==> src/hw/audio_soc_pkg.sv <==
`default_nettype none

package audio_soc_pkg;

   // bus word, used for both addresses and data
   typedef logic [31:0] word_t;

   // one bit per byte lane, nonzero means write
   typedef logic [3:0] strb_t;

   // one channel of audio
   typedef logic signed [23:0] sample_t;

   // left in [47:24], right in [23:0]
   typedef logic [47:0] stereo_t;

   // ram window, 32 KB
   localparam word_t RAM_BASE = 32'h0001_0000;
   localparam word_t RAM_LIMIT = 32'h0001_7fff;

   // memory-mapped registers
   localparam word_t ADDR_DIP = 32'h8000_0000;
   localparam word_t ADDR_LED = 32'h8000_0004;
   localparam word_t ADDR_BUTTONS = 32'h8000_0008;
   // bit 0 fifo full, bit 1 codec configured
   localparam word_t ADDR_AUDIO_STATUS = 32'h8000_000c;
   localparam word_t ADDR_AUDIO_LEFT = 32'h8000_0010;
   // a write here pushes the stereo pair
   localparam word_t ADDR_AUDIO_RIGHT = 32'h8000_0014;

   // 8 K words fill the ram window
   localparam int RAM_ADDR_BITS = 13;

endpackage

`default_nettype wire
==> src/hw/audio_serializer.sv <==
`timescale 1ns/1ns
`default_nettype none

module audio_serializer #(
   parameter int BCLK_DIV = 4
) (
   input wire logic clk,
   input wire logic reset,

   // fifo head
   input wire audio_soc_pkg::stereo_t pop_data,
   input wire logic fifo_empty,
   output logic pop,

   // serial output
   output logic bclk,
   output logic lrclk,
   output logic sdata
);

   localparam int DIV_W = (BCLK_DIV > 1) ? $clog2(BCLK_DIV) : 1;

   typedef enum logic [1:0] {
      S_IDLE,
      S_LOAD,
      S_SHIFT
   } state_t;

   state_t state;
   logic [DIV_W-1:0] div_cnt;
   logic [5:0] bit_idx;
   audio_soc_pkg::stereo_t shift_reg;
   logic tick;
   logic fall;

   // bclk toggles on tick, falls when it is high
   assign tick = (div_cnt == DIV_W'(BCLK_DIV - 1));
   assign fall = tick && bclk;

   // take the head only at a frame boundary
   assign pop = (state == S_LOAD) && !fifo_empty;

   // bit clock divider, parked low until framing starts
   always_ff @(posedge clk) begin
      if (reset || state == S_IDLE) begin
         div_cnt <= '0;
         bclk <= 1'b0;
      end else if (tick) begin
         div_cnt <= '0;
         bclk <= ~bclk;
      end else begin
         div_cnt <= div_cnt + 1'b1;
      end
   end

   // frame control
   always_ff @(posedge clk) begin
      if (reset) begin
         state <= S_IDLE;
         bit_idx <= '0;
         lrclk <= 1'b0;
         sdata <= 1'b0;
      end else begin
         case (state)
            S_IDLE: state <= S_LOAD;
            S_LOAD: begin
               bit_idx <= '0;
               state <= S_SHIFT;
            end
            S_SHIFT: begin
               if (fall) begin
                  sdata <= shift_reg[47];
                  // left half with lrclk low, right half high
                  lrclk <= (bit_idx >= 6'd24);
                  if (bit_idx == 6'd47) begin
                     state <= S_LOAD;
                  end else begin
                     bit_idx <= bit_idx + 1'b1;
                  end
               end
            end
            default: state <= S_IDLE;
         endcase
      end
   end

   // frame data, msb first; zeros when the fifo runs dry
   always_ff @(posedge clk) begin
      if (state == S_LOAD) begin
         shift_reg <= fifo_empty ? '0 : pop_data;
      end else if (state == S_SHIFT && fall) begin
         shift_reg <= {shift_reg[46:0], 1'b0};
      end
   end

endmodule

`default_nettype wire

==> config.mk <==
export PLATFORM = sky130hd
export DESIGN_NAME = audio_serializer
export DESIGN_NICKNAME = d
export VERILOG_FILES = /design/src/hw/audio_soc_pkg.sv /design/src/hw/audio_serializer.sv
export SDC_FILE = /design/constraint.sdc
export NUM_CORES = 1
export LEC_CHECK = 0
export ABC_AREA = 0
export ABC_CLOCK_PERIOD_IN_PS = 4560
export BUFFER_PORTS_ARGS = -buffer_cell sky130_fd_sc_hd__buf_2
export CAP_MARGIN = 10
export CORE_MARGIN = 3
export CORE_UTILIZATION = 55
export CTS_CLUSTER_DIAMETER = 60
export DETAILED_ROUTE_END_ITERATION = 16
export PLACE_DENSITY_LB_ADDON = 0.2
export SLEW_MARGIN = 40
export SYNTH_ARGS = -nofsm -noshare
export SYNTH_HDL_FRONTEND = slang
export SYNTH_SLANG_ARGS = --single-unit
==> constraint.sdc <==
create_clock -name clk -period 4.56 [get_ports clk]
set_input_delay 0.912 -clock clk [delete_from_list [all_inputs] [get_ports clk]]
set_output_delay 0.912 -clock clk [all_outputs]
set_load 0.005 [all_outputs]
[After elaboration in Yosys (flattened, before gate mapping)]
Index checks and enable logic that the tools add are counted.
Word-level totals
  RAM bits: 0
  word-level logic and storage cells: 39
  memories kept: 0
  ROM bits: 0
  register bits: 61
  output and inout bits: 4
  bits in latches: 0
Operators by class
  equal/unequal tests: 7
  muxes and demuxes: 9
  divide/modulo/power cells: 0
  magnitude comparators: 1
  bitwise gates (word level): 1
  shift-type cells: 0
  reduce and logical (&&, ||, !) cells: 12
  $add $sub $neg: 2
  multipliers: 0
Operator list (number)
  48-bit 2-to-1 mux: 3
  6-bit 2-to-1 mux: 2
  6-bit case mux with 2 select lines: 1
  6-bit by 1-bit adder with 6-bit output (second input constant): 1
  6-bit equality test (second input constant): 1
  6-bit by 5-bit greater-or-equal comparator with 1-bit output (second input constant): 1
  2-bit != test (second input constant): 3
  2-bit case mux with 3 select lines: 1
  2-bit equality test (second input constant): 2
  2-bit 2-to-1 mux: 2
  2-bit AND reduction: 2
  2-bit nonzero test: 2
  1-bit logical AND: 3
  3-bit AND reduction: 1
  2-bit by 1-bit adder with 2-bit output (second input constant): 1
  2-bit by 1-bit equality test with 1-bit output (second input constant): 1
  2-bit logical NOT: 1
  2-bit OR reduction: 1
  1-bit logical NOT: 1
  1-bit logical OR: 1
  1-bit inverter: 1

[Depth between registers and ports, before layout]
  depth in word-level cells: 5
  depth in mapped cells: 6

[Worst setup path after synthesis]
Ideal clock, no wire load.
  kind: register to register
  start: reg state[1]
  end: reg shift_reg[0], enable pin
  period minus slack after synthesis: 2410 ps
  cell stages (with the launch flop): 6
  data required time: 4153 ps
  setup time: 407 ps
  path slack: 2150 ps
  arrival: 2003 ps
  path through: dfxtp_1 nand2b_1 buf_2 buf_4 buf_2 nand2_1
On the way
  cells in the longest elaborated chain, start to end: 3
  elaborated cells on any way between the ends: 4
  classes of those cells: 2 x eq/ne; 2 x reduce/logical
Ends and longest elaborated chain
  start: declaration: line audio_serializer.sv:29  | state_t state;
  start signal: assignment: line audio_serializer.sv:59  | state <= S_IDLE;
  start signal: assignment: line audio_serializer.sv:65  | S_IDLE: state <= S_LOAD;
  start signal: assignment: line audio_serializer.sv:68  | state <= S_SHIFT;
  2-bit equality test: line audio_serializer.sv:91  | end else if (state == S_SHIFT && fall) begin
  1-bit logical AND: line audio_serializer.sv:91
  2-bit nonzero test (no source line) *
  end signal: assignment: line audio_serializer.sv:90  | shift_reg <= fifo_empty ? '0 : pop_data;
  end signal: assignment: line audio_serializer.sv:92  | shift_reg <= {shift_reg[46:0], 1'b0};
  end: declaration: line audio_serializer.sv:32  | audio_soc_pkg::stereo_t shift_reg;
Mark *: on every way between the ends. The rest lies on a longest branch, timed or not.
A chain may end at the register's enable or synchronous reset.

[Final worst setup path]
  start: reg state[1]
  end: out pop
On the way
  cells in the longest elaborated chain, start to end: 2
Ends and longest elaborated chain
  2-bit by 1-bit equality test with 1-bit output: line audio_serializer.sv:41  | assign pop = (state == S_LOAD) && !fifo_empty;
  1-bit logical AND: line audio_serializer.sv:41
  end: declaration: line audio_serializer.sv:13  | output logic pop,
Every way passes these cells.

==> flow_summary_export.csv <==
group,metric,value,unit
clock_tree,worstSkewPairLatency,320,ps
global_route,grt_pass1_wl,8270,um
route,first_iter_violations,153,
clock_tree,h-tree-depth,3,
route,vias,1975,
clock_tree,cts_root_buffer,"clkbuf_8",
clock_tree,cts_resized,0,
placement,place_ws,1990,ps
final_layout,synthToLayoutAreaGrowth,16.0,%
yosys,synth_compound_area_frac,0.126,
floorplanning,design.core.area,4850,sq um
setup_path,worstReg2RegStart,"state[1]",
yosys,synth_nets,327,
global_route,grt_pass1_vias,1812,
setup_path,worstSetupEndpointType,"output pin",
setup_path,worstSetupStartpoint,"state[1]",
final_layout,drive_gt1_frac,0.212,
clock_tree,cts_tree,"done",
global_route,grtUsageTotal,0.176,
sta,fin_crit_sh,0.627,
route,wirelength,4980,um
global_route,grt_max_degree,80,
sta,fin_crit,2860,ps
setup_path,crit_buf_inv,2,
yosys,synth_xor_area_frac,0.00310,
setup_path,cp_slowest_cell,"buf_4",
placement,hpwl,3130,um
sta,slew_violations,0,
route,antenna_left,0,
final_layout,finish.utilization,0.677,
route,drc,0,
floorplanning,initial_utilization,0.583,
worst_hold_path,min_path_type,"reg -> reg",
yosys,synth_area,2830,sq um
global_route,antenna_found_initial,0,
placement,port_buffers,54,
placement,finalWeightedCongestion,0.754,
route,viasPerCell,5.03,
clock_tree,cts_hold_buf,0,
setup_path,cp_cell_sequence,"nand2b_4, buf_4, nor2_1, buf_2",
run,maxCapViolCount,0,
setup_path,cpPeakStageDelay,620,ps
yosys,yosys_warnings,0,
yosys,ys_seq_area_frac,0.602,
sta,fmax,350,MHz
clock_tree,cts_buffers,9,
sta,clock_skew,7.08,ps
floorplanning,die_x,77.7,um
yosys,synth_top_family_by_area,"simple AND/OR/NAND/NOR gates",
yosys,synthDistinctLibCells,32,
sta,finalHoldViolCount,0,
floorplanning,die_h,77.7,um
sta,tightest_slew,693,ps
setup_path,cp-start-kind,"register",
final_layout,nets,376,
setup_path,required,3650,ps
sta,rsz0062_at_grt,"false",
pwr,vdd_ir_drop_max,0.000218,V
yosys,ys_ff_latch,61,
global_route,grt_overflow,0,
setup_path,crit_arrival,1950,ps
final_layout,multi_input_area,1060,sq um
floorplanning,fp-row-count,25,
floorplanning,design.die.area,6040,sq um
setup_path,path_delay_family,"buffers and inverters",
setup_path,crit_type,"reg -> out",
clock_tree,post_cts_buffers,0,
yosys,synthSimpleGateAreaFrac,0.227,
sta,setup_viol,0,
sta,setup_ws,1700,ps
yosys,synthMuxAreaShare,0,
clock_tree,path_clk_slew,60,ps
sta,max-slew-margin-rel,0.538,
setup_path,path_max_fanout,79,
yosys,avgSynthCellArea,10.4,sq um
sta,fin_setup_tns,0,ps
yosys,synthAdderAreaFrac,0.0133,
final_layout,largest_register_ffs,48,
final_layout,seq_area,1700,sq um
route,drt-wirelength-per-cell,12.7,um
final_layout,nFillCells,395,
clock_tree,cts_buffer_depth,2,
route,dr.pass1.iters,5,
clock_tree,clock-sinks,61,
pwr,p_per_area,375,nW/um^2
final_layout,antenna_cells,0,
floorplanning,ioPinCount,55,
pwr,p_leak,0.00130,uW
yosys,synth_cells,273,
status,status,"complete, no violations",
sta,hold_ws,422,ps
worst_hold_path,min_from,"div_cnt[0]",
-- routing by layer --
| layer | routed length (um) | vias up | global-route usage |
|---|---|---|---|
| met2 | 2160 | 49 | 0.243 |
| met4 | 96 | 0 | 0.0961 |
| met3 | 260 | 6 | 0.0418 |
| met5 | 0 | - | 0 |
| li1 | - | 1044 | - |
| met1 | 2460 | 876 | 0.256 |
-- worst paths after layout --
check | depth (start not counted) | slack (ps) | end
setup / recovery | 4 | 1700 | pop
setup reg to reg | 4 | 2660 | shift_reg[0]
hold reg to reg | 1 | 420 | div_cnt[0]
hold / removal | 1 | 420 | div_cnt[0]
-- synth_stat cells --
cell type	count	area (sq um)
a211oi_2	1	12.5
a21oi_1	4	20.0
a311oi_1	3	26.3
a31oi_1	1	6.26
and2_1	1	6.26
and4b_1	1	10.0
buf_1	8	30.0
buf_2	2	10.0
buf_4	1	7.51
clkbuf_1	6	22.5
dfxtp_1	13	260
edfxtp_1	48	1440
ha_1	3	37.5
inv_1	2	7.51
inv_2	1	3.75
nand2_1	55	206
nand2b_1	50	313
nand3_1	4	20.0
nand4b_4	1	23.8
nor2_1	5	18.8
nor2b_1	1	6.26
nor3_1	3	15.0
nor3b_1	2	15.0
o211ai_1	1	7.51
o21a_1	1	7.51
o21ai_0	1	5.00
o21ai_1	49	245
o21ba_1	1	10.0
o21bai_1	1	7.51
o31a_1	1	8.76
or4_1	1	7.51
xnor2_1	1	8.76
-- through the flow --
step           power [uW]  instances  cell area [sq um]
2_1_floorplan         822        273               2830
3_3_place_gp          866        378               3130
3_5_place_dp          871        378               3130
4_1_cts              1240        393               3280
5_1_grt              1300        393               3280
6_report             1230        393               3280
-- layout by cell type, fill, tap and decap left out, types with 4 or more instances in the layout --
cell,count
o21ai_1,49
clkbuf_8,9
nand3_1,4
edfxtp_1,48
dfxtp_1,13
a21oi_1,4
nand2_1,54
nand2b_1,49
clkinv_1,5
buf_2,54
nor2_1,5
-- cell families after synthesis --
| family | Yosys count |
|---|---|
| buf+inv | 20 |
| compound gates | 64 |
| fa+ha+maj | 3 |
| xor+xnor | 1 |
| flops | 61 |
| simple gates | 124 |
-- report_power, final --
group	switching (uW)	internal [uW]	total, uW
registers	17.0	678	695
clock network	184	185	369
logic	103	62.7	165
-- area by class of cell --
type	count	share of cell area
well taps	67	0.0256
inverters	3	0.00343
clock buffers	10	0.0389
repair buffers	55	0.0847
clock inverters	5	0.00572
multi-input cells	192	0.323
flip-flops and latches	61	0.519
No activity file was read; power rests on OpenSTA's default activity.
