`config.mk`:
```
export PLATFORM = sky130hd
export DESIGN_NAME = cpu_bus_logic_flat
export DESIGN_NICKNAME = d
export VERILOG_FILES = /design/src/hw/audio_soc_pkg.sv /design/src/hw/ram_bus_if.sv /design/src/hw/cpu_bus_logic.sv /design/src/flat_wrapper.sv
export SDC_FILE = /design/constraint.sdc
export NUM_CORES = 1
export LEC_CHECK = 0
export BUFFER_PORTS_ARGS = -buffer_cell sky130_fd_sc_hd__buf_4
export CORE_MARGIN = 5
export CORE_UTILIZATION = 35
export DETAILED_ROUTE_END_ITERATION = 16
export PLACE_DENSITY_LB_ADDON = 0.1
export SETUP_SLACK_MARGIN = 0.05
export SYNTH_ARGS = -nofsm -noshare
export SYNTH_HDL_FRONTEND = slang
export SYNTH_SLANG_ARGS = --single-unit
```
`constraint.sdc`:
```
create_clock -name clk -period 2.55 [get_ports clk]
set_input_delay 0.255 -clock clk [delete_from_list [all_inputs] [get_ports clk]]
set_output_delay 0.255 -clock clk [all_outputs]
set_load 0.005 [all_outputs]
```
`src/hw/audio_soc_pkg.sv`:
```
`default_nettype none

package audio_soc_pkg;

   // bus word, used for both addresses and data
   typedef logic [31:0] word_t;

   // one bit per byte lane, nonzero means write
   typedef logic [3:0] strb_t;

   // one channel of audio
   typedef logic signed [23:0] sample_t;

   // left in [47:24], right in [23:0]
   typedef logic [47:0] stereo_t;

   // ram window, 32 KB
   localparam word_t RAM_BASE = 32'h0001_0000;
   localparam word_t RAM_LIMIT = 32'h0001_7fff;

   // memory-mapped registers
   localparam word_t ADDR_DIP = 32'h8000_0000;
   localparam word_t ADDR_LED = 32'h8000_0004;
   localparam word_t ADDR_BUTTONS = 32'h8000_0008;
   // bit 0 fifo full, bit 1 codec configured
   localparam word_t ADDR_AUDIO_STATUS = 32'h8000_000c;
   localparam word_t ADDR_AUDIO_LEFT = 32'h8000_0010;
   // a write here pushes the stereo pair
   localparam word_t ADDR_AUDIO_RIGHT = 32'h8000_0014;

   // 8 K words fill the ram window
   localparam int RAM_ADDR_BITS = 13;

endpackage

`default_nettype wire
```
`src/hw/ram_bus_if.sv`:
```
`timescale 1ns/1ns
`default_nettype none

interface ram_bus_if #(
   parameter int ADDR_BITS = audio_soc_pkg::RAM_ADDR_BITS
);

   // request side
   logic [ADDR_BITS-1:0] word_addr;
   audio_soc_pkg::word_t wdata;
   audio_soc_pkg::strb_t wstrb;
   logic req;

   // response side, ack pulses one cycle after req rises
   audio_soc_pkg::word_t rdata;
   logic ack;

   modport requester (
      output word_addr, wdata, wstrb, req,
      input rdata, ack
   );

   modport memory (
      input word_addr, wdata, wstrb, req,
      output rdata, ack
   );

endinterface

`default_nettype wire

```
`src/hw/cpu_bus_logic.sv`:
```
`timescale 1ns/1ns
`default_nettype none

module cpu_bus_logic #(
   parameter int RAM_ADDR_BITS = audio_soc_pkg::RAM_ADDR_BITS
) (
   input wire logic clk,
   input wire logic reset,

   // cpu side
   input wire audio_soc_pkg::word_t addr,
   input wire audio_soc_pkg::word_t wdata,
   input wire audio_soc_pkg::strb_t wstrb,
   input wire logic valid,
   output audio_soc_pkg::word_t rdata,
   output logic ready,

   // board i/o
   input wire logic [7:0] dip,
   input wire logic [4:0] buttons,
   output logic [7:0] led,

   // audio path
   input wire logic codec_init_done,
   input wire logic fifo_full,
   output audio_soc_pkg::stereo_t push_data,
   output logic push_valid,

   ram_bus_if.requester ram
);

   audio_soc_pkg::sample_t left_sample;
   audio_soc_pkg::sample_t right_sample;
   logic ram_hit;
   logic reg_write;

   // merge strobed bytes 0..2 of a bus word into a sample
   function automatic audio_soc_pkg::sample_t merge_sample(
      input audio_soc_pkg::sample_t old_val,
      input audio_soc_pkg::word_t data,
      input audio_soc_pkg::strb_t strb
   );
      audio_soc_pkg::sample_t result;
      result = old_val;
      for (int i = 0; i < 3; i++) begin
         if (strb[i]) begin
            result[8*i +: 8] = data[8*i +: 8];
         end
      end
      return result;
   endfunction

   assign ram_hit = (addr >= audio_soc_pkg::RAM_BASE) && (addr <= audio_soc_pkg::RAM_LIMIT);

   // registers complete in the valid cycle, so any write strobe is a write
   assign reg_write = valid && (wstrb != 4'b0000);

   // ram request, dropped in the ack cycle so one access is taken once
   assign ram.word_addr = addr[RAM_ADDR_BITS+1:2];
   assign ram.wdata = wdata;
   assign ram.wstrb = wstrb;
   assign ram.req = valid && ram_hit && !ram.ack;

   assign push_data = {left_sample, right_sample};

   // read mux and ready
   always_comb begin
      ready = 1'b1;
      rdata = '0;
      if (ram_hit) begin
         ready = ram.ack;
         rdata = ram.rdata;
      end else begin
         case (addr)
            audio_soc_pkg::ADDR_DIP: rdata = {24'b0, dip};
            audio_soc_pkg::ADDR_LED: rdata = {24'b0, led};
            audio_soc_pkg::ADDR_BUTTONS: rdata = {27'b0, buttons};
            audio_soc_pkg::ADDR_AUDIO_STATUS: rdata = {30'b0, codec_init_done, fifo_full};
            // sample registers are write-only, unmapped reads zero
            default: rdata = '0;
         endcase
      end
   end

   // register writes
   always_ff @(posedge clk) begin
      if (reset) begin
         led <= 8'h00;
         left_sample <= '0;
         right_sample <= '0;
         push_valid <= 1'b0;
      end else begin
         // fifo took the pair this cycle
         if (push_valid && !fifo_full) begin
            push_valid <= 1'b0;
         end
         if (reg_write) begin
            case (addr)
               audio_soc_pkg::ADDR_LED: begin
                  if (wstrb[0]) begin
                     led <= wdata[7:0];
                  end
               end
               audio_soc_pkg::ADDR_AUDIO_LEFT: begin
                  left_sample <= merge_sample(left_sample, wdata, wstrb);
               end
               audio_soc_pkg::ADDR_AUDIO_RIGHT: begin
                  right_sample <= merge_sample(right_sample, wdata, wstrb);
                  // held until the fifo has room
                  push_valid <= 1'b1;
               end
               default: begin
               end
            endcase
         end
      end
   end

endmodule

`default_nettype wire

```
`src/flat_wrapper.sv`:
```
// flat-port wrapper written by rule: the top's interface ports become plain ports
module cpu_bus_logic_flat 
#(
   parameter int RAM_ADDR_BITS = audio_soc_pkg::RAM_ADDR_BITS
)
  (clk, reset, addr, wdata, wstrb, valid, rdata, ready, dip, buttons, led, codec_init_done, fifo_full, push_data, push_valid, ram_word_addr, ram_wdata, ram_wstrb, ram_req, ram_rdata, ram_ack);
  ram_bus_if ram_i ();
  input wire logic clk;
  input wire logic reset;
  input wire audio_soc_pkg::word_t addr;
  input wire audio_soc_pkg::word_t wdata;
  input wire audio_soc_pkg::strb_t wstrb;
  input wire logic valid;
  output audio_soc_pkg::word_t rdata;
  output logic ready;
  input wire logic [7:0] dip;
  input wire logic [4:0] buttons;
  output logic [7:0] led;
  input wire logic codec_init_done;
  input wire logic fifo_full;
  output audio_soc_pkg::stereo_t push_data;
  output logic push_valid;
  output wire logic [$bits(ram_i.word_addr)-1:0] ram_word_addr;
  output wire logic [$bits(ram_i.wdata)-1:0] ram_wdata;
  output wire logic [$bits(ram_i.wstrb)-1:0] ram_wstrb;
  output wire logic [$bits(ram_i.req)-1:0] ram_req;
  input wire logic [$bits(ram_i.rdata)-1:0] ram_rdata;
  input wire logic [$bits(ram_i.ack)-1:0] ram_ack;
  assign ram_word_addr = ram_i.word_addr;
  assign ram_wdata = ram_i.wdata;
  assign ram_wstrb = ram_i.wstrb;
  assign ram_req = ram_i.req;
  assign ram_i.rdata = ram_rdata;
  assign ram_i.ack = ram_ack;
  cpu_bus_logic #(.RAM_ADDR_BITS(RAM_ADDR_BITS)) u_core (.clk(clk), .reset(reset), .addr(addr), .wdata(wdata), .wstrb(wstrb), .valid(valid), .rdata(rdata), .ready(ready), .dip(dip), .buttons(buttons), .led(led), .codec_init_done(codec_init_done), .fifo_full(fifo_full), .push_data(push_data), .push_valid(push_valid), .ram(ram_i));
endmodule
```
-- After elaboration in Yosys (flattened, before gate mapping)
Index checks and enable logic that the tools add are counted.
- output and inout port bits: 140
- word-level logic and storage cells: 37
- register bits: 57
- bits of input ports: 119
- muxes and demuxes: 6
- eq/ne operators: 6
- $lt $le $gt $ge: 2
- reduce and logical (&&, ||, !) cells: 15
- operators with widths (kind ; number):
    $eq A32 B32 Y1 const B ; 6
    $ge A32 B17 Y1 const B ; 1
    $le A32 B17 Y1 const B ; 1
    $mux W32 ; 1
    $pmux W8 S4 ; 1
    $reduce_and A3 Y1 ; 7
    $logic_and A1 B1 Y1 ; 5
    $mux W1 ; 4
    $reduce_bool A4 Y1 ; 1
    $logic_not A1 Y1 ; 2

-- Depth between registers and ports, before layout
- depth after elaboration: 5
- gate-level depth with buffers: 7
- gate-level depth less buffers: 4

-- Worst setup path after synthesis
No wires, ideal clock.
- path type: input to output
- start point: input port addr[28]
- end point: output port rdata[0]
- path buffers: 0
- arrival: 1.585 ns
- required time: 2.295 ns
- slack: 0.710 ns
- stages on the path: 4
- cell sequence: nor4_1 nand4_1 or4_1 o2bb2ai_1
- word-level cells in the longest chain between the ends: 3
- elaborated cells between the ends (all ways): 9
- classes of those cells: order compare (2); eq/ne (4); mux (2); reduce/logical (1)
- RTL lines (item ; RTL line ; text):
    start: declaration ; flat_wrapper.sv:10 ; input wire audio_soc_pkg::word_t addr;
    $ge A32 B17 Y1 (tied with other cells) ; cpu_bus_logic.sv:53 ; assign ram_hit = (addr >= audio_soc_pkg::RAM_BASE) && (addr <= audio_soc_pkg::RAM_LIMIT);
    $logic_and A1 B1 Y1 / $pmux W8 S4 (equally long branches) ; cpu_bus_logic.sv:53, cpu_bus_logic.sv:74 ;
    $mux W32 (*) ; cpu_bus_logic.sv:70 ; if (ram_hit) begin
    end: declaration ; flat_wrapper.sv:14 ; output audio_soc_pkg::word_t rdata;
Mark *: on every way between the ends. The rest lies on a longest branch, timed or not.

-- Worst setup path after layout
- start point: input port addr[28]
- end point: output port rdata[1]
The elaborated chain is that of the path after synthesis.

==> summary.txt <==
Achievable Freq: 445 MHz
Worst-path cell chain: buf_4 > nor4_1 > nand4_1 > buf_4 > or4_1 > o2bb2ai_1 > buf_4
CTS buffer count: 9
Synthesis-to-finish area growth: 50.4%
Setup repair after global routing missed its margin: false
Setup Total Neg Slack: 0 ns
Horiz. Die Dim: 109 um
Io pins: 259
Hold Path Class: in -> reg
Pre-Repair DR Iteration Count: 4
Gpl congestion: 0.882
Vias in the first global route: 3592
Met3 track demand over resource: 6.04%
Crit path from: addr[28]
TritonCTS clock tree: yes
First-pass GRT wire length: 19700 um
Worst setup SP type: input pin
# diodes: 0
Async SR Flop Fraction: 0%
Critical Path RT: 2.30 ns
GRT Residual Overflow: 0
Worst path top cell family by delay: simple AND/OR/NAND/NOR gates
Root buf cell: clkbuf_8
Hold path cells: 3
Die ar.: 11900 um2
CP peak stage delay: 0.58 ns
Met2 usage: 36.5%
Dpl ws: 0.330 ns
Share of layout cells above drive strength 1: 49.5%
Post-synth top cells: dfxtp_1, buf_4, a21oi_1
Status: complete, no violations
Bufs on Longest Clock Path: 2
Power Density: 392 nW/um2
Cell count after synthesis: 390
Gr busiest metal: met2
Initial Util: 35.6%
Initial antenna violation count: 0
Most frequent cell after synthesis: dfxtp_1
Post-synthesis xor/xnor area fraction: 0%
Largest net degree at the start of global routing: 66
VDD IR max: 281 uV
Clock latency at the later pin of the worst-skew pair: 0.33 ns
CP max FO: 5
Final slew viol count: 0
Final Critical Period: 2.25 ns
H-tree depth: 3
# clock sinks: 57
Yosys cell types: 37
Syn nets: 509
Post-synth top area cell: dfxtp_1
Hold endpoint: u_core.push_valid
Quantity of gates resized following cts: 0
Reg2reg path depth: 2
Hold Buf Count CTS: 0
Slowest CP cell: or4_1
Core area: 9680 um2
CP Class: in -> out
Met1 usage: 26.8%
Syn Area/Cell: 8.85 um2
Mux cell area share after synthesis: 6.82%
Worst setup margin: 0.301 ns
Antenna Nets Post-Route: 0
Largest family of logic cells by synthesized area: simple AND/OR/NAND/NOR gates
DRC violation count after routing: 0
Vias: 3634
Synth Flop Type: dfxtp_1
IO Port Bufs: 242
Synth Area in Adders: 0%
Post-synthesis compound-gate area fraction: 17.8%
Seq/Total Area, Yosys: 33.1%
Crit path buf inv count: 3
Final worst-path cycle share: 88.2%
Reg clk slew, reported paths: 0.06 ns
Slew headroom: 52.2%
LEAKAGE: 0.00234 uW
Least-Margin Pin Slew: 0.715 ns
CP Capture Type: output port
CP arrival: 1.99 ns
Global Route Usage Sum: 21.3%
# Post-CTS Setup Buffers: 0
Area share of the largest cell type after synthesis: 33.1%
Final WL: 13400 um
Final setup fails: 0
Number of warnings issued by yosys: 0
R2R Setup Slk: 1.83 ns
DPL Wire Length: 10100 um
NumNets Final: 688
Clock skew: 0 ns
Startpoint of the worst hold path: fifo_full
Simple-Gate Fraction of Synth Area: 26.9%
Row count: 36
Max Cap Violations: 0
R2R Path End: u_core.led[0]
Final hold violations: 0
#FFs+latches synth: 57
Synthesized area: 3450 um2
Top cells by area, synth: dfxtp_1, buf_4, o31ai_1
Vias per cell: 5.14
1st-iter DRT viols: 219
CP dominant cell by count: buf_4
EDFF count, synth: 0
Routed wire per std cell: 19.0 um
Worst R2R Start: u_core.led[0]
DIE HEIGHT: 109 um
## placed cells by master (no fill, tap or decap), types with 2 or more instances in the layout
| cell type | instances |
|---|---|
| a21oi_1 | 44 |
| a22oi_1 | 3 |
| and2_1 | 24 |
| and3_1 | 2 |
| and4_1 | 2 |
| buf_4 | 253 |
| clkbuf_8 | 10 |
| clkinv_2 | 2 |
| clkinvlp_4 | 2 |
| dfxtp_1 | 57 |
| inv_1 | 2 |
| mux2i_1 | 19 |
| mux4_2 | 2 |
| nand2_1 | 3 |
| nand2b_1 | 25 |
| nand3_1 | 2 |
| nand4_1 | 42 |
| nand4_4 | 2 |
| nor2_1 | 4 |
| nor4_1 | 4 |
| nor4_2 | 2 |
| nor4_4 | 2 |
| o2bb2ai_1 | 8 |
| o31ai_1 | 40 |
| or2_2 | 2 |
| or4_1 | 3 |
## kinds of logic after synthesis
family / after synthesis
simple gates: 130
mux: 21
flops: 57
buf+inv: 87
compound gates: 95
## worst max path at each step
stage | depth (start not counted) | to
3_5_place_dp | 7 | rdata[1]
6_report | 7 | rdata[1]
2_1_floorplan | 4 | rdata[0]
4_1_cts | 7 | rdata[1]
3_3_place_gp | 7 | rdata[1]
5_1_grt | 7 | rdata[1]
## sequential cells by signal (all words and copies together), names as in the netlist
signal               flops
u_core.right_sample     24
u_core.left_sample      24
u_core.led               8
u_core.push_valid        1
## metal layers
layer  up-vias  routed length (um)
li1       1771                   -
met1      1685                5550
met2       163                6660
met3        15                1100
met4         0                  99
met5         -                   0
## layout make-up
type                            count  area, um2
Timing Repair Buffer              253       1900
Clock inverter                      5       55.1
Inverter                            2       7.51
Clock buffer                       11        141
Multi-Input combinational cell    246       1780
Sequential cell                    57       1140
Fill cell                         950       4500
Tap cell                          133        166
## power breakdown
group / internal (uW) / switching, uW / total [uW]
Clock: 474 / 373 / 848
Combinational: 173 / 126 / 299
Sequential: 890 / 0.0000000590 / 890
## worst min-delay path, stage by stage
cell	delay (ns)
buf_4	0.12
nand2_1	0.05
a21oi_1	0.05
## through the flow
step	hold WS (ns)	util, %	std cells	power (uW)	area, um2
finish	0.197	53.6	707	2040	5190
global route	0.182	53.6	707	2120	5190
CTS	0.176	53.6	707	2060	5190
detailed placement	0.457	51.6	691	1210	4990
global placement	0.453	51.6	691	1200	4990
floorplan	0.391	-	390	1040	3450
Power figures use the tool's default switching activity.
