### src/hw/audio_soc_pkg.sv
`default_nettype none

package audio_soc_pkg;

   // bus word, used for both addresses and data
   typedef logic [31:0] word_t;

   // one bit per byte lane, nonzero means write
   typedef logic [3:0] strb_t;

   // one channel of audio
   typedef logic signed [23:0] sample_t;

   // left in [47:24], right in [23:0]
   typedef logic [47:0] stereo_t;

   // ram window, 32 KB
   localparam word_t RAM_BASE = 32'h0001_0000;
   localparam word_t RAM_LIMIT = 32'h0001_7fff;

   // memory-mapped registers
   localparam word_t ADDR_DIP = 32'h8000_0000;
   localparam word_t ADDR_LED = 32'h8000_0004;
   localparam word_t ADDR_BUTTONS = 32'h8000_0008;
   // bit 0 fifo full, bit 1 codec configured
   localparam word_t ADDR_AUDIO_STATUS = 32'h8000_000c;
   localparam word_t ADDR_AUDIO_LEFT = 32'h8000_0010;
   // a write here pushes the stereo pair
   localparam word_t ADDR_AUDIO_RIGHT = 32'h8000_0014;

   // 8 K words fill the ram window
   localparam int RAM_ADDR_BITS = 13;

endpackage

`default_nettype wire
### src/hw/audio_fifo.sv
`timescale 1ns/1ns
`default_nettype none

module audio_fifo #(
   parameter int FIFO_DEPTH_LOG2 = 4
) (
   input wire logic clk,
   input wire logic reset,

   // write side
   input wire audio_soc_pkg::stereo_t push_data,
   input wire logic push_valid,
   output logic fifo_full,

   // read side
   input wire logic pop,
   output logic fifo_empty,
   output audio_soc_pkg::stereo_t pop_data
);

   localparam int DEPTH = 2 ** FIFO_DEPTH_LOG2;

   audio_soc_pkg::stereo_t buffer [DEPTH];
   logic [FIFO_DEPTH_LOG2-1:0] wr_ptr;
   logic [FIFO_DEPTH_LOG2-1:0] rd_ptr;
   // one extra bit so full and empty differ
   logic [FIFO_DEPTH_LOG2:0] count;
   logic do_push;
   logic do_pop;

   assign fifo_full = (count == (FIFO_DEPTH_LOG2 + 1)'(DEPTH));
   assign fifo_empty = (count == '0);
   assign do_push = push_valid && !fifo_full;
   assign do_pop = pop && !fifo_empty;

   // head entry shows without a read cycle
   assign pop_data = buffer[rd_ptr];

   always_ff @(posedge clk) begin
      if (do_push) begin
         buffer[wr_ptr] <= push_data;
      end
   end

   // pointers wrap naturally at the power-of-two depth
   always_ff @(posedge clk) begin
      if (reset) begin
         wr_ptr <= '0;
         rd_ptr <= '0;
         count <= '0;
      end else begin
         if (do_push) begin
            wr_ptr <= wr_ptr + 1'b1;
         end
         if (do_pop) begin
            rd_ptr <= rd_ptr + 1'b1;
         end
         case ({do_push, do_pop})
            2'b10: count <= count + 1'b1;
            2'b01: count <= count - 1'b1;
            // both or neither leave occupancy unchanged
            default: count <= count;
         endcase
      end
   end

endmodule

`default_nettype wire

### config.mk
export PLATFORM = sky130hd
export DESIGN_NAME = audio_fifo
export DESIGN_NICKNAME = d
export VERILOG_FILES = /design/src/hw/audio_soc_pkg.sv /design/src/hw/audio_fifo.sv
export SDC_FILE = /design/constraint.sdc
export NUM_CORES = 1
export LEC_CHECK = 0
export ABC_AREA = 1
export ABC_CLOCK_PERIOD_IN_PS = 3840
export BUFFER_PORTS_ARGS = -buffer_cell sky130_fd_sc_hd__buf_4
export CORE_AREA = 2 2 284 286
export DETAILED_ROUTE_END_ITERATION = 12
export DIE_AREA = 0 0 286 288
export PLACE_DENSITY = 0.61
export SLEW_MARGIN = 15
export SYNTH_ARGS = -nofsm -noshare
export SYNTH_HDL_FRONTEND = slang
export SYNTH_SLANG_ARGS = --single-unit
### constraint.sdc
create_clock -name clk -period 3.84 [get_ports clk]
set_input_delay 0.192 -clock clk [delete_from_list [all_inputs] [get_ports clk]]
set_output_delay 0.192 -clock clk [all_outputs]
set_load 0.02 [all_outputs]
Word-level counts from Yosys, hierarchy flattened
Memories as Yosys holds them, arrays and structs flattened. A register that Yosys moved wholly into a read port is not among the register bits.
Index checks and enable logic that the tools add are counted.
W data, S select, Z words.
{"block": "word_totals", "elab_cells": 22, "mem_bits_rw": 768, "reg_bits": 13, "memories": 1, "inputBits": 52}
{"name": "buffer", "depth": 16, "width": 48, "rd": 1, "rd_ports_with_merged_regs": 1, "write_ports": 1, "line_no": "audio_fifo.sv:23", "text": "audio_soc_pkg::stereo_t buffer [DEPTH];"}
{"block": "op_classes", "mux": 5, "n_reduce_logical": 6, "n_addsub": 4, "eq_ne": 3}
{"operator": "$pmux W5 S2", "count": 1}
{"operator": "$add A4 B1 Y4 const B", "count": 2}
{"operator": "$mux W4", "count": 2}
{"operator": "$add A5 B1 Y5 const B", "count": 1}
{"operator": "$eq A5 B5 Y1 const B", "count": 1}
{"operator": "$logic_not A5 Y1", "count": 1}
{"operator": "$sub A5 B1 Y5 const B", "count": 1}
{"operator": "$eq A2 B1 Y1 const B", "count": 1}
{"operator": "$eq A2 B2 Y1 const B", "count": 1}
{"operator": "$logic_and A1 B1 Y1", "count": 2}
{"operator": "$logic_not A1 Y1", "count": 2}
{"operator": "$mux W1", "count": 2}
{"operator": "$reduce_bool A2 Y1", "count": 1}

Longest topological paths before layout
Gate-level depths: netlist of run 1.
{"block": "logic_depth", "depth_word": 5, "mapped_depth": 14}

Worst setup path before layout of run 1
No wires, ideal clock.
{"block": "synth_timing", "kind": "reg-to-reg", "from": "register count[1]", "to": "memory buffer[11][0] (netlist bit), enable pin", "t_arrival_ns": 2.891, "path_slack_ns": 0.496, "setup_time_ns": 0.454, "stages_incl_launch_ff": 7, "n_path_buf": 0, "required_ns": 3.386, "cell_sequence": "dfxtp_1 nor2_1 nand3_1 nand2_2 nor2_1 nand2_1 nor2_1"}
{"block": "synth_between", "elab_chain_len": 5}
{"element": "start: declaration", "line_no": "audio_fifo.sv:27", "text": "logic [FIFO_DEPTH_LOG2:0] count;"}
{"element": "start signal: assignment", "line_no": "audio_fifo.sv:59", "text": "2'b10: count <= count + 1'b1;"}
{"element": "start signal: assignment", "line_no": "audio_fifo.sv:60", "text": "2'b01: count <= count - 1'b1;"}
{"element": "start signal: assignment", "line_no": "audio_fifo.sv:62", "text": "default: count <= count;"}
{"element": "$eq A5 B5 Y1", "line_no": "audio_fifo.sv:31", "text": "assign fifo_full = (count == (FIFO_DEPTH_LOG2 + 1)'(DEPTH));"}
{"element": "$logic_not A1 Y1", "line_no": "audio_fifo.sv:33", "text": "assign do_push = push_valid && !fifo_full;"}
{"element": "$logic_and A1 B1 Y1", "line_no": "audio_fifo.sv:33"}
{"element": "$mux W1", "line_no": "audio_fifo.sv:40", "text": "if (do_push) begin"}
{"element": "$mux W1 (not written as such)", "line_no": "audio_fifo.sv:41", "text": "buffer[wr_ptr] <= push_data;"}
{"element": "end: declaration", "line_no": "audio_fifo.sv:23"}
Every way passes these cells.

==> summary.md, run 1 <==
| Metric | Value |
|---|---|
| Status | completed |
| Post-Syn Nets | ~2,200 |
| Nets | 2,359 |
| Non-filler instance count after layout | ~3,400 |
| Pleak | 12.4 nW |
| Number of diodes | 0 |
| Synthesized cell area | 0.0315 mm² |
| Seq. cell area | 0.0234 mm² |
| Vias per cell | 5.30 |
| Skew final | 13.3 ps |
| Total power | between 20 and 25 mW |
| CTS buffer count | 80 |
| Largest net degree at the start of global routing | about 190 |
| Routed length per instance | about 22 µm |
| Clk_lat worst skew | about 630 ps |
| Post-placement cell area | between 0.03 and 0.04 mm² |
| First-pass GRT wire length | 111,000 µm |
| Core area | approximately 0.08 mm² |
| Top Ports | 102 |
| Area grow syn2layout | 16.7% |
| Die Ht | 288 µm |
| RSZ-0062 raised after global routing | no |
| Hpwl dp | 36,900 µm |
| Register-to-Register Path Depth | 7 |
| Worst-Margin Slew | 1070 ps |
| Dpl cells | 3,226 |
| Worst R2R Setup Slack | around 1300 ps |
| Max cap viols | 0 |
| Avg Cell Area, Syn | about 15 µm² |
| Placer Congestion | 0.742 |
| Synth cell types | 24 |
| Worst-path fanout max | 53 |
| PnR worst setup slack | 778 ps |
| Fin. Hold Viols | 0 |
| Synth Flop Type | edfxtp_1 |
| Fin. max-slew vios | 0 |
| Tmin final | around 3000 ps |
| Placement Setup Slack | around 1300 ps |
| GRT Overall Usage | ~18% |
| Initial Util | 39.5% |
| DR DRC count | 0 |
| Critical path required time | 3650 ps |
| Synth top area share | 73.3% |
| Pre-antenna DRT Iters | 5 |
| Final Hold Slack | around 340 ps |
| # H-tree levels | 3 |
| Area leader, netlist | edfxtp_1 |
| Min-Delay Path Class | input port to flip-flop |
| Root buffer cell | clkbuf_16 |
| IO buf count | 101 |
| Ys async rst share | 0% |
| Violation count after the first detailed-route iteration | 1,554 |
| Vias in the first global route | 17,986 |
| Area of the multi-input gates | about 0.0066 mm² |
| Yosys reg bits | 785 |
| CTS max path bufs | 3 |
| Total gr overflow | 0 |
| Sum Neg Setup Slack | 0 ps |
| Share of cells above drive strength 1 | 12.3% |
| Tcrit/Tclk final | 79.7% |
| # rows | around 100 |
| Max Fclk | 327 MHz |
| Die area | 0.0824 mm² |
| Postcts setup bufs | 0 |
| Routed Antenna Nets | 0 |
| Layout Utilization | 46.1% |
| Pwr/cell area | about 620 mW/mm² |
| Routed Wire Length | 73,600 µm |
| Max-Slew Margin vs Limit | 28.4% |
| Synth Warn # | 0 |
| Filler instances | 6,909 |
| Area contributors post-synth | edfxtp_1 (73%), mux2i_1 (6.1%), o211ai_1 (4.6%) |
| Finished Cell Area | 0.0367 mm² |
| TritonCTS clock tree | built |
| Crit. End Element | output pin |
| Data arrival, critical path | 2870 ps |
| Gate Count Post-Synth | between 2,000 and 2,500 |
| Via Count | 18,128 |
| EDFF count, synth | 768 |
| Final setup violation count | 0 |
| Antenna violations before repair | 5 |
| Sequential-to-total area share from yosys stat | 74.4% |
| Die width | between 200 and 300 µm |
| # clock sinks | 785 |
| CP Launch Type | flip-flop |
| Worst setup path class | flip-flop to output pin |
| CTS clk-pin slew, worst paths | 60 ps |
| Worst hold path cell count | 3 |
| Peak VDD IR | 537 µV |
[worst paths after layout]
check                  from             to
hold / removal        reset      flip-flop
hold reg to reg   rd_ptr[2]      flip-flop
setup reg to reg   count[2]  buffer[1][14]
setup / recovery  flip-flop   pop_data[30]
[placed cells by master, fill, tap and decap left out, drive strengths merged]
master	count
nand4	5
bufinv	11
a21oi	200
mux2i	192
clkinvlp	3
inv	222
clkinv	32
edfxtp	768
clkbuf	96
dlygate4sd3	51
xor2	5
nand2	70
o211ai	192
a31o	1
o21ai	243
ha	8
dfxtp	17
nor2	35
nand3	62
buf	150
[worst max-delay path, cell delays in order, from the launching register on]
cell and delay, ps:
dfxtp_4 770, buf_12 300, buf_12 280, a21oi_1 120, o21ai_0 130, o211ai_1 140, o211ai_1 180, nand2_1 100
buf_4 170
[state kept, by name, indices dropped and copies added, names as in the netlist, named ones only]
name    flops
count       5
rd_ptr      4
buffer    768
wr_ptr      4
[layout make-up]
cell class / instances / share of cell area [%]
Sequential cell: 785 / 63.8
Multi-Input combinational cell: 1013 / 18.0
Clock buffer: 96 / 5.67
Timing Repair Buffer: 201 / 5.21
Tap cell: 1060 / 3.61
Inverter: 218 / 2.24
Clock inverter: 50 / 1.53
[cells in the mapped netlist, types with 2 or more instances]
library cell	instances
o211ai_1	192
nand4_1	5
buf_1	3
edfxtp_1	768
inv_2	2
clkbuf_1	72
buf_2	31
dfxtp_1	17
o21ai_0	204
o21ai_1	39
inv_1	215
a21oi_1	200
nand3_1	62
xor2_1	5
nand2_1	69
mux2i_1	192
ha_1	8
buf_4	5
nor2_1	35
buf_6	25
[kinds of logic after synthesis]
| group | count (synthesis) | share of synthesized area, % |
|---|---|---|
| AOI/OAI and AO/OA | 636 | 11.7 |
| xor gates and xnor gates | 5 | 0.139 |
| buffers and inverters | 355 | 5.05 |
| muxes | 192 | 6.11 |
| and+or+nand+nor | 172 | 2.35 |
| adders and majority gates | 8 | 0.318 |
| DFF | 785 | 74.4 |
[power by group]
group | internal (mW) | total [mW] | switching, mW
clock network | 4.63 | 7.83 | 3.20
registers | 9.69 | 9.84 | 0.152
logic | 1.88 | 5.12 | 3.25
total | 16.2 | 22.8 | 6.60
[repair_timing]
action,in CTS,in global routing
hold buffers,51,0
hold endpoints to repair,778,0
gates resized for setup,0,0
[per-layer routing]
metal  vias up  wire (µm)  share of wire [%]  GRT usage, %
met4        10       1390                1.9          4.86
li1       8384          -                  -             -
met5         -         64              0.087             0
met3        96       3940                5.4          2.70
met2       471      35400                 48          29.4
met1      9167      32900                 45          24.9
Note: power is estimated with default switching activity, not from simulation.
==> inputs of run 2 (changes only) <==
==> config.mk (replaced) <==
export PLATFORM = sky130hd
export DESIGN_NAME = audio_fifo
export DESIGN_NICKNAME = d
export VERILOG_FILES = /design/src/hw/audio_soc_pkg.sv /design/src/hw/audio_fifo.sv
export SDC_FILE = /design/constraint.sdc
export NUM_CORES = 1
export LEC_CHECK = 0
export ABC_AREA = 0
export ABC_CLOCK_PERIOD_IN_PS = 2500
export BUFFER_PORTS_ARGS = -buffer_cell sky130_fd_sc_hd__buf_4
export CORE_AREA = 2 2 276 278
export DETAILED_ROUTE_END_ITERATION = 12
export DIE_AREA = 0 0 278 280
export PLACE_DENSITY = 0.63
export SLEW_MARGIN = 15
export SYNTH_ARGS = -nofsm -noshare
export SYNTH_HDL_FRONTEND = slang
export SYNTH_SLANG_ARGS = --single-unit
==> constraint.sdc (replaced) <==
create_clock -name clk -period 2.5 [get_ports clk]
set_input_delay 0.125 -clock clk [delete_from_list [all_inputs] [get_ports clk]]
set_output_delay 0.125 -clock clk [all_outputs]
set_load 0.02 [all_outputs]
==> summary.md, run 2 <==
| Metric | Value |
|---|---|
| Max FFs per register | 768 |
| Hpwl dp | roughly 35,000 µm |
| TritonCTS clock tree | built |
| EDFF count, synth | 768 |
| Top Ports | a little over 100 |
| Filler instances | 5,919 |
| Skew final | about 38 ps |
| Routed length per instance | 25.7 µm |
| Clk_lat worst skew | 620 ps |
| DR DRC count | 0 |
| Fin. max-slew vios | 0 |
| Crit path max-delay cell type | mux4_2 |
| Worst R2R Setup Slack | -100 ps |
| CTS max path bufs | 3 |
| Worst setup path class | flip-flop to output pin |
| Die width | 278 µm |
| Synth Warn # | 0 |
| Pwr/cell area | around 900 mW/mm² |
| Antenna violations before repair | 2 |
| Share of cells above drive strength 1 | 41.3% |
| Worst-Margin Slew | about 840 ps |
| Area of the multi-input gates | about 0.0066 mm² |
| Tmin final | 2600 ps |
| IO buf count | 101 |
| CP Launch Type | flip-flop |
| Max-Slew Margin vs Limit | 44.2% |
| Register-to-Register Path Depth | 10 |
| Via Count | 14,325 |
| Data arrival, critical path | 2480 ps |
| Violation count after the first detailed-route iteration | 1,137 |
| Seq. cell area | 0.0234 mm² |
| # clock sinks | around 800 |
| First-pass GRT wire length | 98,000 µm |
| # rows | ~100 |
| Ordered cell list for the critical path | buf_12 > buf_16 > buf_12 > buf_16 > mux4_2 > a22oi_2 > nand2_2 > buf_6 |
| Initial Util | between 30% and 40% |
| Largest regs | buffer (768), count (5) |
| Placement Setup Slack | -123 ps |
| Die Ht | between 200 and 300 µm |
| Synth cell types | 42 |
| CTS buffer count | 80 |
| Crit. End Element | output pin |
| Synth top area share | between 70% and 80% |
| Hold Path End | buffer[14][46] |
| Max cap viols | 0 |
| Number of diodes | 0 |
| Routed Wire Length | just under 70,000 µm |
| Most common cell after layout, fill and taps aside | edfxtp_1 |
| Fin. Hold Viols | 0 |
| Largest net degree at the start of global routing | 68 |
| Die area | roughly 0.078 mm² |
| Root buffer cell | clkbuf_16 |
| Sequential-to-total area share from yosys stat | 78.9% |
| GRT Overall Usage | 17.2% |
| Vias in the first global route | roughly 15,000 |
| Final Hold Slack | 347 ps |
| Failing checks | setup timing |
| Peak VDD IR | 520 µV |
| Post-placement cell area | 0.0324 mm² |
| Pleak | 11.7 nW |
| Placer Congestion | 0.728 |
| Vias per cell | 5.46 |
| Routed Antenna Nets | 0 |
| Area leader, netlist | edfxtp_1 |
| Core area | approximately 0.075 mm² |
| Ys async rst share | 0% |
| RSZ-0062 raised after global routing | yes |
| CTS clk-pin slew, worst paths | 70 ps |
| PnR worst setup slack | -104 ps |
| Hold path startpoint | push_data[46] |
| Worst-path fanout max | 7 |
| Final setup violation count | 39 |
| Status | finished with violations |
| Worst hold path cell count | 2 |
| Top-count cell post-synth | edfxtp_1 |
| Critical path required time | 2380 ps |
| Avg Cell Area, Syn | 22.9 µm² |
| Tcrit/Tclk final | 104% |
| Yosys reg bits | 785 |
| Area grow syn2layout | 25.2% |
| Max Fclk | 384 MHz |
| Reg2reg start | count[2] |
| Gate Count Post-Synth | 1,297 |
| Max incr delay on CP | 520 ps |
| Area contributors post-synth | edfxtp_1 (78%), mux4_2 (15%), a22oi_1 (2.4%) |
| Synth Flop Type | edfxtp_1 |
| Post-Syn Nets | between 1,000 and 1,500 |
| Nets | 1,644 |
| Most frequent cells in the layout | edfxtp_1 (768), mux4_2 (192), buf_4 (109) |
| Min-Delay Path Class | input port to flip-flop |
| Worst R2R End | count[4] |
| Pre-antenna DRT Iters | 5 |
| # H-tree levels | 3 |
| Total gr overflow | 0 |
| Synthesized cell area | 0.0296 mm² |
| Synth cell count leaders | edfxtp_1 (768), mux4_2 (192), a22oi_1 (96) |
| Finished Cell Area | 0.0371 mm² |
| Largest reg by FF count | buffer |
run 2: cell count changes after synthesis, sizes merged, moves of 62 or more:
cell,change
a21oi,-198
a22oi,+96
inv,-210
mux2i,-189
mux4,+192
nand3,-62
o211ai,-188
o21ai,-241
run 2: routing by layer:
layer  part of all wire (%)  GRT usage, %
met1                     42          23.1
met4                    2.3          5.06
met5                  0.042             0
met3                    5.0          2.93
met2                     51          29.0
run 2: timing repair:
action / CTS / global route
buffers inserted: 22 / 13
pin swaps: 71 / 55
gates resized for setup: 162 / 48
hold buffers: 51 / 0
setup endpoints to repair: 50 / 62
endpoints found under the hold margin: 785 / 0
cloned: 17 / 6
run 2: cell type report:
cell class                      count  share of cell area (%)
Sequential cell                   785                    63.1
Multi-Input combinational cell    433                    17.7
Timing Repair Buffer              277                    9.15
Clock buffer                       96                    5.67
Tap cell                          978                    3.30
Clock inverter                     48                    1.03
Inverter                            7                  0.0708
run 2: stage by stage:
stage	power [mW]	cells	TNS [ps]	util (%)
final	33.6	2624	-1930	49.4
after global placement	20.7	2375	-93.3	43.1
after CTS	33.6	2609	-4450	48.9
after floorplan	18.8	1297	-30390	-
after global routing	34.7	2624	-4940	49.4
after detailed placement	20.8	2375	-145	43.1
run 2: worst max-delay path by stage:
stage,from,to,cells past startpoint
2_1_floorplan,count[1],count[4],13
6_report,flip-flop,pop_data[43],8
5_1_grt,flip-flop,pop_data[43],8
4_1_cts,flip-flop,pop_data[16],8
3_5_place_dp,count[0],count[4],10
3_3_place_gp,count[0],count[4],10
run 2: kinds of logic after synthesis:
| logic type | count (synthesis) | share of synthesized area, % |
|---|---|---|
| multiplexers | 196 | 14.7 |
| XOR/XNOR | 8 | 0.236 |
| AO/OA/AOI/OAI | 112 | 2.96 |
| flip-flops | 785 | 78.9 |
| buffers and inverters | 79 | 1.19 |
| adder cells (fa/ha/maj) | 8 | 0.338 |
| AND/OR/NAND/NOR | 109 | 1.61 |
run 2: where the power goes:
group          internal [mW]  switching (mW)  leakage (nW)
Clock                   6.53            4.82          1.21
Sequential              14.9           0.120          7.08
Combinational           3.81            3.41          3.45
Total                   25.2            8.35          11.7
run 2: worst max-delay path: cells and delay by family, from the launching register on:
family,cells,cell delay [ps]
DFF,1,370
and+or+nand+nor,1,100
muxes,1,520
AOI/OAI and AO/OA,1,160
buffers and inverters,5,710
